[src/hci_ecc_pkg.sv]
package hci_ecc_pkg;

  // bus geometry, one 32-bit word per beat
  localparam int unsigned HCI_DW   = 32;
  localparam int unsigned HCI_BEW  = HCI_DW / 8;

  // secded (39,32) code geometry
  localparam int unsigned ECC_BITS = 7;
  localparam int unsigned CW_BITS  = HCI_DW + ECC_BITS;

  // error class reported by every checker
  typedef enum logic [1:0] {
    ECC_NONE   = 2'd0,
    ECC_SINGLE = 2'd1,
    ECC_DOUBLE = 2'd2
  } ecc_err_e;

  // builds row `row` of the hsiao check matrix
  // data columns are the first 32 weight-3 patterns of 7 bits, in lexical order
  // check columns are unit vectors, so every column has odd weight and all differ
  function automatic logic [CW_BITS-1:0] hsiao_row(int unsigned row);
    logic [CW_BITS-1:0] mask;
    int unsigned        col;
    mask = '0;
    col  = 0;
    for (int unsigned a = 0; a < ECC_BITS; a++) begin
      for (int unsigned b = a + 1; b < ECC_BITS; b++) begin
        for (int unsigned c = b + 1; c < ECC_BITS; c++) begin
          if (col < HCI_DW) begin
            mask[col] = (row == a) || (row == b) || (row == c);
            col++;
          end
        end
      end
    end
    // check bit `row` covers itself
    mask[HCI_DW + row] = 1'b1;
    return mask;
  endfunction

  // check bit i is the parity of the codeword bits selected by SECDED_H[i]
  localparam logic [CW_BITS-1:0] SECDED_H [ECC_BITS] = '{
    hsiao_row(0), hsiao_row(1), hsiao_row(2), hsiao_row(3),
    hsiao_row(4), hsiao_row(5), hsiao_row(6)
  };

endpackage

[src/hci_mem_intf.sv]
`timescale 1ns/1ps

interface hci_mem_intf #(
  parameter int unsigned UW = 4
);

  import hci_ecc_pkg::*;

  // request channel
  logic               req;
  logic               gnt;
  // byte address, word aligned
  logic [HCI_DW-1:0]  add;
  // high for read, low for write
  logic               wen;
  logic [HCI_DW-1:0]  data;
  logic [HCI_BEW-1:0] be;
  // user sideband, ecc rides in the upper bits when present
  logic [UW-1:0]      user;

  // response channel, one cycle after an accepted read
  logic [HCI_DW-1:0]  r_data;
  logic [UW-1:0]      r_user;
  logic               r_valid;

  // side that issues requests
  modport initiator (
    output req, add, wen, data, be, user,
    input  gnt, r_data, r_user, r_valid
  );

  // side that serves requests
  modport target (
    input  req, add, wen, data, be, user,
    output gnt, r_data, r_user, r_valid
  );

endinterface

[src/secded_39_32_enc.sv]
`timescale 1ns/1ps

module secded_39_32_enc (
  input  logic [hci_ecc_pkg::HCI_DW-1:0]  data_i,
  output logic [hci_ecc_pkg::CW_BITS-1:0] code_o
);

  import hci_ecc_pkg::*;

  logic [CW_BITS-1:0]  data_ext;
  logic [ECC_BITS-1:0] check;

  // check bits are zero while they are being computed
  assign data_ext = {{ECC_BITS{1'b0}}, data_i};

  // one parity tree per row of the matrix
  always_comb begin
    for (int unsigned i = 0; i < ECC_BITS; i++) begin
      check[i] = ^(data_ext & SECDED_H[i]);
    end
  end

  // systematic code, data in the low bits and check bits on top
  assign code_o = {check, data_i};

endmodule

[src/secded_39_32_dec.sv]
`timescale 1ns/1ps

module secded_39_32_dec (
  input  logic [hci_ecc_pkg::CW_BITS-1:0]  code_i,
  output logic [hci_ecc_pkg::HCI_DW-1:0]   data_o,
  output logic [hci_ecc_pkg::ECC_BITS-1:0] syndrome_o,
  output hci_ecc_pkg::ecc_err_e            err_o
);

  import hci_ecc_pkg::*;

  logic [ECC_BITS-1:0] syndrome;
  logic [HCI_DW-1:0]   data_fix;

  // column j of the check matrix
  function automatic logic [ECC_BITS-1:0] h_col(int unsigned j);
    logic [ECC_BITS-1:0] col;
    for (int unsigned i = 0; i < ECC_BITS; i++) begin
      col[i] = SECDED_H[i][j];
    end
    return col;
  endfunction

  // recompute parity over the full codeword
  // a clean word gives an all-zero syndrome
  always_comb begin
    for (int unsigned i = 0; i < ECC_BITS; i++) begin
      syndrome[i] = ^(code_i & SECDED_H[i]);
    end
  end

  // odd weight points at one flipped bit
  // only data columns need fixing, check bit errors are reported and dropped
  always_comb begin
    data_fix = code_i[HCI_DW-1:0];
    if (^syndrome) begin
      for (int unsigned j = 0; j < HCI_DW; j++) begin
        if (h_col(j) == syndrome) begin
          data_fix[j] = ~code_i[j];
        end
      end
    end
  end

  // classify by syndrome weight
  always_comb begin
    if (syndrome == '0) begin
      err_o = ECC_NONE;
    end else if (^syndrome) begin
      err_o = ECC_SINGLE;
    end else begin
      // even and non-zero, two columns cancelled parity
      err_o = ECC_DOUBLE;
    end
  end

  assign data_o     = data_fix;
  assign syndrome_o = syndrome;

endmodule

[src/hci_mem_intf_ecc_enc.sv]
`timescale 1ns/1ps

module hci_mem_intf_ecc_enc #(
  parameter int unsigned UW = 4
) (
  // plain request side
  input  logic                                req_i,
  output logic                                gnt_o,
  input  logic [hci_ecc_pkg::HCI_DW-1:0]      add_i,
  input  logic                                wen_i,
  input  logic [hci_ecc_pkg::HCI_DW-1:0]      data_i,
  input  logic [hci_ecc_pkg::HCI_BEW-1:0]     be_i,
  input  logic [UW-1:0]                       user_i,
  // plain response side
  output logic [hci_ecc_pkg::HCI_DW-1:0]      r_data_o,
  output logic [UW-1:0]                       r_user_o,
  output logic                                r_valid_o,
  // fault injection masks over the 39-bit codeword
  input  logic [hci_ecc_pkg::CW_BITS-1:0]     wr_flip_i,
  input  logic [hci_ecc_pkg::CW_BITS-1:0]     rd_flip_i,
  // read response check
  output logic [hci_ecc_pkg::ECC_BITS-1:0]    rd_syndrome_o,
  output hci_ecc_pkg::ecc_err_e               rd_err_o,
  // protected bus, user is UW + ECC_BITS wide
  hci_mem_intf.initiator                      bus_out
);

  import hci_ecc_pkg::*;

  localparam int unsigned ECC_UW = UW + ECC_BITS;

  logic [CW_BITS-1:0]  wr_code_clean;
  logic [CW_BITS-1:0]  wr_code;
  logic [CW_BITS-1:0]  rd_code;
  logic [ECC_BITS-1:0] rd_syndrome;
  ecc_err_e            rd_err;

  // write path, encode then corrupt for test
  secded_39_32_enc i_wr_enc (
    .data_i ( data_i        ),
    .code_o ( wr_code_clean )
  );

  assign wr_code = wr_code_clean ^ wr_flip_i;

  // request fields pass straight through
  assign bus_out.req  = req_i;
  assign bus_out.add  = add_i;
  assign bus_out.wen  = wen_i;
  assign bus_out.be   = be_i;
  assign bus_out.data = wr_code[HCI_DW-1:0];
  // check bits go on top of the payload user bits
  assign bus_out.user = {wr_code[CW_BITS-1:HCI_DW], user_i};
  assign gnt_o        = bus_out.gnt;

  // read path, rebuild the codeword from r_data and upper r_user
  assign rd_code = {bus_out.r_user[ECC_UW-1:UW], bus_out.r_data} ^ rd_flip_i;

  secded_39_32_dec i_rd_dec (
    .code_i     ( rd_code     ),
    .data_o     ( r_data_o    ),
    .syndrome_o ( rd_syndrome ),
    .err_o      ( rd_err      )
  );

  assign r_user_o  = bus_out.r_user[UW-1:0];
  assign r_valid_o = bus_out.r_valid;

  // check result only means something with a response on the bus
  assign rd_syndrome_o = bus_out.r_valid ? rd_syndrome : '0;
  assign rd_err_o      = bus_out.r_valid ? rd_err : ECC_NONE;

endmodule

[src/flat_wrapper.sv]
// flat-port wrapper written by rule: the top's interface ports become plain ports
module hci_mem_intf_ecc_enc_flat import hci_ecc_pkg::*;
#(
  parameter int unsigned UW = 4
)
  (req_i, gnt_o, add_i, wen_i, data_i, be_i, user_i, r_data_o, r_user_o, r_valid_o, wr_flip_i, rd_flip_i, rd_syndrome_o, rd_err_o, bus_out_req, bus_out_add, bus_out_wen, bus_out_data, bus_out_be, bus_out_user, bus_out_gnt, bus_out_r_data, bus_out_r_user, bus_out_r_valid);
  hci_mem_intf #(.UW(UW)) bus_out_i ();
  input  logic req_i;
  output logic gnt_o;
  input  logic [hci_ecc_pkg::HCI_DW-1:0] add_i;
  input  logic wen_i;
  input  logic [hci_ecc_pkg::HCI_DW-1:0] data_i;
  input  logic [hci_ecc_pkg::HCI_BEW-1:0] be_i;
  input  logic [UW-1:0] user_i;
  output logic [hci_ecc_pkg::HCI_DW-1:0] r_data_o;
  output logic [UW-1:0] r_user_o;
  output logic r_valid_o;
  input  logic [hci_ecc_pkg::CW_BITS-1:0] wr_flip_i;
  input  logic [hci_ecc_pkg::CW_BITS-1:0] rd_flip_i;
  output logic [hci_ecc_pkg::ECC_BITS-1:0] rd_syndrome_o;
  output hci_ecc_pkg::ecc_err_e rd_err_o;
  output wire logic [$bits(bus_out_i.req)-1:0] bus_out_req;
  output wire logic [$bits(bus_out_i.add)-1:0] bus_out_add;
  output wire logic [$bits(bus_out_i.wen)-1:0] bus_out_wen;
  output wire logic [$bits(bus_out_i.data)-1:0] bus_out_data;
  output wire logic [$bits(bus_out_i.be)-1:0] bus_out_be;
  output wire logic [$bits(bus_out_i.user)-1:0] bus_out_user;
  input wire logic [$bits(bus_out_i.gnt)-1:0] bus_out_gnt;
  input wire logic [$bits(bus_out_i.r_data)-1:0] bus_out_r_data;
  input wire logic [$bits(bus_out_i.r_user)-1:0] bus_out_r_user;
  input wire logic [$bits(bus_out_i.r_valid)-1:0] bus_out_r_valid;
  assign bus_out_req = bus_out_i.req;
  assign bus_out_add = bus_out_i.add;
  assign bus_out_wen = bus_out_i.wen;
  assign bus_out_data = bus_out_i.data;
  assign bus_out_be = bus_out_i.be;
  assign bus_out_user = bus_out_i.user;
  assign bus_out_i.gnt = bus_out_gnt;
  assign bus_out_i.r_data = bus_out_r_data;
  assign bus_out_i.r_user = bus_out_r_user;
  assign bus_out_i.r_valid = bus_out_r_valid;
  hci_mem_intf_ecc_enc #(.UW(UW)) u_core (.req_i(req_i), .gnt_o(gnt_o), .add_i(add_i), .wen_i(wen_i), .data_i(data_i), .be_i(be_i), .user_i(user_i), .r_data_o(r_data_o), .r_user_o(r_user_o), .r_valid_o(r_valid_o), .wr_flip_i(wr_flip_i), .rd_flip_i(rd_flip_i), .rd_syndrome_o(rd_syndrome_o), .rd_err_o(rd_err_o), .bus_out(bus_out_i));
endmodule
[config.mk]
export PLATFORM = sky130hd
export DESIGN_NAME = hci_mem_intf_ecc_enc_flat
export DESIGN_NICKNAME = d
export VERILOG_FILES = /design/src/hci_ecc_pkg.sv /design/src/hci_mem_intf.sv /design/src/secded_39_32_enc.sv /design/src/secded_39_32_dec.sv /design/src/hci_mem_intf_ecc_enc.sv /design/src/flat_wrapper.sv
export SDC_FILE = /design/constraint.sdc
export NUM_CORES = 1
export LEC_CHECK = 0
export BUFFER_PORTS_ARGS = -buffer_cell sky130_fd_sc_hd__buf_2
export CORE_AREA = 2 2 122 124
export DETAILED_ROUTE_END_ITERATION = 10
export DIE_AREA = 0 0 124 126
export GPL_TIMING_DRIVEN = 0
export PLACE_DENSITY = 0.63
export SLEW_MARGIN = 20
export SYNTH_ARGS = -nofsm -noshare
export SYNTH_HDL_FRONTEND = slang
export SYNTH_SLANG_ARGS = --single-unit
[constraint.sdc]
create_clock -name vclk -period 3.85
set_clock_uncertainty 0.2 [all_clocks]
set_input_delay 0.1925 -clock vclk [all_inputs]
set_output_delay 0.1925 -clock vclk [all_outputs]
set_load 0.05 [all_outputs]
Word level (Yosys, flattened, before mapping) --
Cells that the tools add are included.
Storage, ports and cells: input port bits 190, output and inout bits 121, register bits 0
Cells by class: bitwise operators 34, equal/unequal tests 32, reduce and logical (&&, ||, !) cells 9, muxes and demuxes 37
Operators with widths (count):
- $reduce_xor A39 Y1 | 7
- $eq A7 B7 Y1 const A | 12
- $eq A6 B7 Y1 const A | 10
- $eq A5 B7 Y1 const A | 6
- $xor A39 B39 Y39 | 1
- $mux W1 | 32
- $mux W32 | 1
- $not A1 Y1 | 32
- $xor A32 B32 Y32 | 1
- $eq A4 B7 Y1 const A | 3
- $eq A3 B7 Y1 const A | 1
- $logic_not A7 Y1 | 1
- $mux W7 | 1
- $reduce_xor A7 Y1 | 1
- $mux W2 | 3

Logic depth before layout (Yosys ltp) --
depth in word-level cells 6, gate-level depth with buffers 14, gate-level depth less buffers 13

Hierarchy --
From an unflattened synthesis, not the netlist that was laid out.
Unflattened totals: cells, all modules 407, area, all modules 3553.4 µm²
By module, submodules not included:
- secded_39_32_dec | instances 1, area each 1692.9 µm², cells an instance 184
- hci_mem_intf_ecc_enc | instances 1, area each 980.9 µm², cells an instance 122
- secded_39_32_enc | instances 1, area each 879.6 µm², cells an instance 101

Worst setup path after synthesis --
OpenSTA, ideal clock, no wires.
path type input -> output, from input port rd_flip_i[6] (netlist bit), to output port r_data_o[16] (netlist bit), slack -512 ps, data required time 3457 ps, path buffers 1, stages 14, arrival time 3969 ps, cell sequence xnor2_2 > xnor3_1 > xnor3_2 > xor2_4 > xnor2_1 > ha_1 > xnor2_1 > xnor2_1 > xnor2_1 > xnor3_2 > or3b_1 > buf_6 > a211oi_2 > xnor2_1
Between the ends: cells in the longest elaborated chain, start to end 5
Ends and longest elaborated chain:
- start, declared | line flat_wrapper.sv:19 | input logic [hci_ecc_pkg::CW_BITS-1:0] rd_flip_i;
- $xor A39 B39 Y39 * | line hci_mem_intf_ecc_enc.sv:57 | assign rd_code = {bus_out.r_user[ECC_UW-1:UW], bus_out.r_data} ^ rd_flip_i;
- $reduce_xor A39 Y1 | line secded_39_32_dec.sv:28 | syndrome[i] = ^(code_i & SECDED_H[i]);
- $eq A5 B7 Y1 | line secded_39_32_dec.sv:38 | if (h_col(j) == syndrome) begin
- $mux W1 | line secded_39_32_dec.sv:38
- $mux W32 * | line secded_39_32_dec.sv:36 | if (^syndrome) begin
- end, declared | line flat_wrapper.sv:15 | output logic [hci_ecc_pkg::HCI_DW-1:0] r_data_o;
Mark *: on every way between the ends. The rest lies on a longest branch, timed or not.

Worst setup path in the final report --
from input port bus_out_r_data[23], to output port r_data_o[0] (netlist bit)
Between the ends: cells in the longest elaborated chain, start to end 5
Ends and longest elaborated chain:
- start, declared | line flat_wrapper.sv:29 | input wire logic [$bits(bus_out_i.r_data)-1:0] bus_out_r_data;
- $xor A39 B39 Y39 * | line hci_mem_intf_ecc_enc.sv:57
- $reduce_xor A39 Y1 | line secded_39_32_dec.sv:28
- $eq A3 B7 Y1 | line secded_39_32_dec.sv:38
- $mux W1 | line secded_39_32_dec.sv:38
- $mux W32 * | line secded_39_32_dec.sv:36
Marks and branches as above.

==> metrics.md <==
| Metric | Value |
|---|---|
| Status | `complete, but fails checks` |
| Violated checks | `negative setup slack` |
| Synth Area per Inst | `9.764 µm²` |
| Worst slew margin | `53.60%` |
| Seq/Total Area, Yosys | `0%` |
| Final Max Tran Viols | `0` |
| Grt peak-use layer | `met2` |
| Syn nets | `463` |
| Top Ports | `roughly 310` |
| Most frequent cell after synthesis | `xnor2_1` |
| Layout fillers | `1413` |
| Hold Crit Class | `primary input to output pin` |
| Port buffer count | `250` |
| Yosys top cell area share | `26.91%` |
| Die width | `124 µm` |
| Hold bufs inserted after CTS | `0` |
| Worst slew pin tran | `0.6944 ns` |
| Initial antenna violation count | `1` |
| Tcrit/Tclk final | `111.3%` |
| Vias in the first global route | `slightly below 3000` |
| Grt ovf | `0` |
| First-pass DRT Iterations | `4` |
| Gr usage total | `12.77%` |
| Die Ht | `126 µm` |
| Final Hold Fails | `0` |
| FF/Latch Area | `0 µm²` |
| Area delta synth->final | `126.2%` |
| Setup violators final | `29` |
| Core Region | `~14000 µm²` |
| Vias | `2998` |
| Synth area leaders | `xnor2_1 27%, buf_4 14%, xor2_1 12%` |
| Largest net degree at the start of global routing | `11` |
| First-pass GRT wire length | `15.46 mm` |
| Cell area after layout | `approximately 6000 µm²` |
| Yosys warnings | `0` |
| Post-Syn Area | `2636 µm²` |
| Post-DP Area | `4697 µm²` |
| Drt total wl | `10.91 mm` |
| Setup CP Type | `primary input to output pin` |
| Layout cells sized above 1 | `around 83%` |
| Gpl congestion | `0.8108` |
| Final min period | `4.284 ns` |
| Full die area | `15620 µm²` |
| Final ANT Viol Nets | `0` |
| Crit path DAT | `3.89 ns` |
| Sequential cell count | `0` |
| FP Rows | `44` |
| Clock buf count | `0` |
| Met1 Track Usage GR | `13.20%` |
| Initial Utilization | `18.42%` |
| Setup slack at placement | `-0.8367 ns` |
| RSZ-0062 raised after global routing | `yes` |
| Maxcap violations | `0` |
| Max frequency | `0.2334 GHz` |
| Routed length per instance | `14.49 µm` |
| DP HPWL | `8.950 mm` |
| # DRC | `0` |
| Library cells used by synthesis | `29` |
| DRT iter0 DRCs | `57` |
| M3 GR Usage | `1.585%` |
| Syn Inst Count | `270` |
| Final core occ | `41.66%` |
| Post-synth top cells | `81 x xnor2_1, 48 x buf_4, 37 x xor2_1` |
| Synth area leader | `xnor2_1` |
| Post-DR vias/cell | `3.981` |
| Crit path capture type | `output pin` |
| Met2 usage | `27.54%` |
| WP data required | `3.46 ns` |
| Post-route setup slack | `-0.4338 ns` |
| Layout net count | `around 760` |
| CP Launch Type | `primary input` |
| Worst Path Max Fanout | `5` |
[what timing repair did]
action                                  in CTS  in global routing
endpoints found under the setup margin      34                 34
setup buffers                               32                 14
pin swaps                                   41                 26
resized for setup                          141                 23
gates cloned                                 1                  0
[layout make-up]
cell class | count | area (µm²) | share of cell area (%)
plain buffers | 49 | 380.4 | 6.379
repair buffers | 297 | 1913 | 32.08
diodes | 2 | 5.005 | 0.08393
well taps | 184 | 230.2 | 3.861
inverters | 3 | 11.26 | 0.1888
multi-input cells | 218 | 3423 | 57.41
[placed cells by master, fill, tap and decap left out, types with 2 or more instances in the layout]
cell type / Yosys / layout
xnor3_2: 7 / 13
nand3_1: 2 / 2
xnor2_2: 15 / 33
buf_4: 48 / 87
nor3_4: 0 / 6
and2_1: 2 / 2
nand2_1: 4 / 3
nand3b_4: 1 / 2
buf_2: 0 / 214
inv_1: 2 / 2
nor2_1: 6 / 6
xor2_1: 37 / 37
xnor2_4: 0 / 37
buf_8: 0 / 4
nand3b_1: 4 / 4
or3_1: 2 / 2
buf_12: 0 / 4
xnor2_1: 81 / 26
diode_2: 0 / 2
nand3b_2: 4 / 3
buf_6: 1 / 35
ha_1: 3 / 2
a211oi_1: 16 / 2
nor3_2: 3 / 4
a211oi_2: 6 / 2
xnor3_1: 10 / 4
a211oi_4: 0 / 18
[critical path, stage by stage]
cell,delay [ns]
buf_2,0.13
xnor2_4,0.18
xnor3_2,0.50
xnor2_2,0.17
xnor3_2,0.49
ha_4,0.26
xnor2_1,0.13
xnor2_1,0.23
xnor2_1,0.13
xnor3_2,0.24
or3b_4,0.43
buf_12,0.17
a211oi_4,0.30
xnor2_4,0.16
buf_8,0.16
[through the flow]
step | setup TNS [ns] | hold slack [ns] | cells
2_1_floorplan | -0.9706 | 0.3521 | 270
3_3_place_gp | -21.23 | 0.4868 | 704
3_5_place_dp | -21.57 | 0.4873 | 704
4_1_cts | -6.312 | 0.4873 | 737
5_1_grt | -14.92 | 0.4887 | 751
6_report | -9.502 | 0.4867 | 753
[kinds of logic after synthesis]
kind of cell / synth area share [%]
AOI/OAI and AO/OA: 7.973
xor gates and xnor gates: 66.21
adders and majority gates: 1.424
buffers and inverters: 14.52
and+or+nand+nor: 9.872
[per-layer routing]
layer  routed length [µm]  vias up
li1                     -     1441
met1                 3336     1382
met2                 6605      169
met3                  934        4
met4                   20        2
met5                   13        -
[path summary, 6_finish.rpt]
path	endpoint	slack, ns	from	cells after the start
hold / removal	r_user_o[3]	0.49	bus_out_r_user[3]	2
setup / recovery	r_data_o[0]	-0.43	bus_out_r_data[23]	15
Power is not shown: default switching activity piles up to over one toggle a cycle in this logic, so the estimate is an artifact.
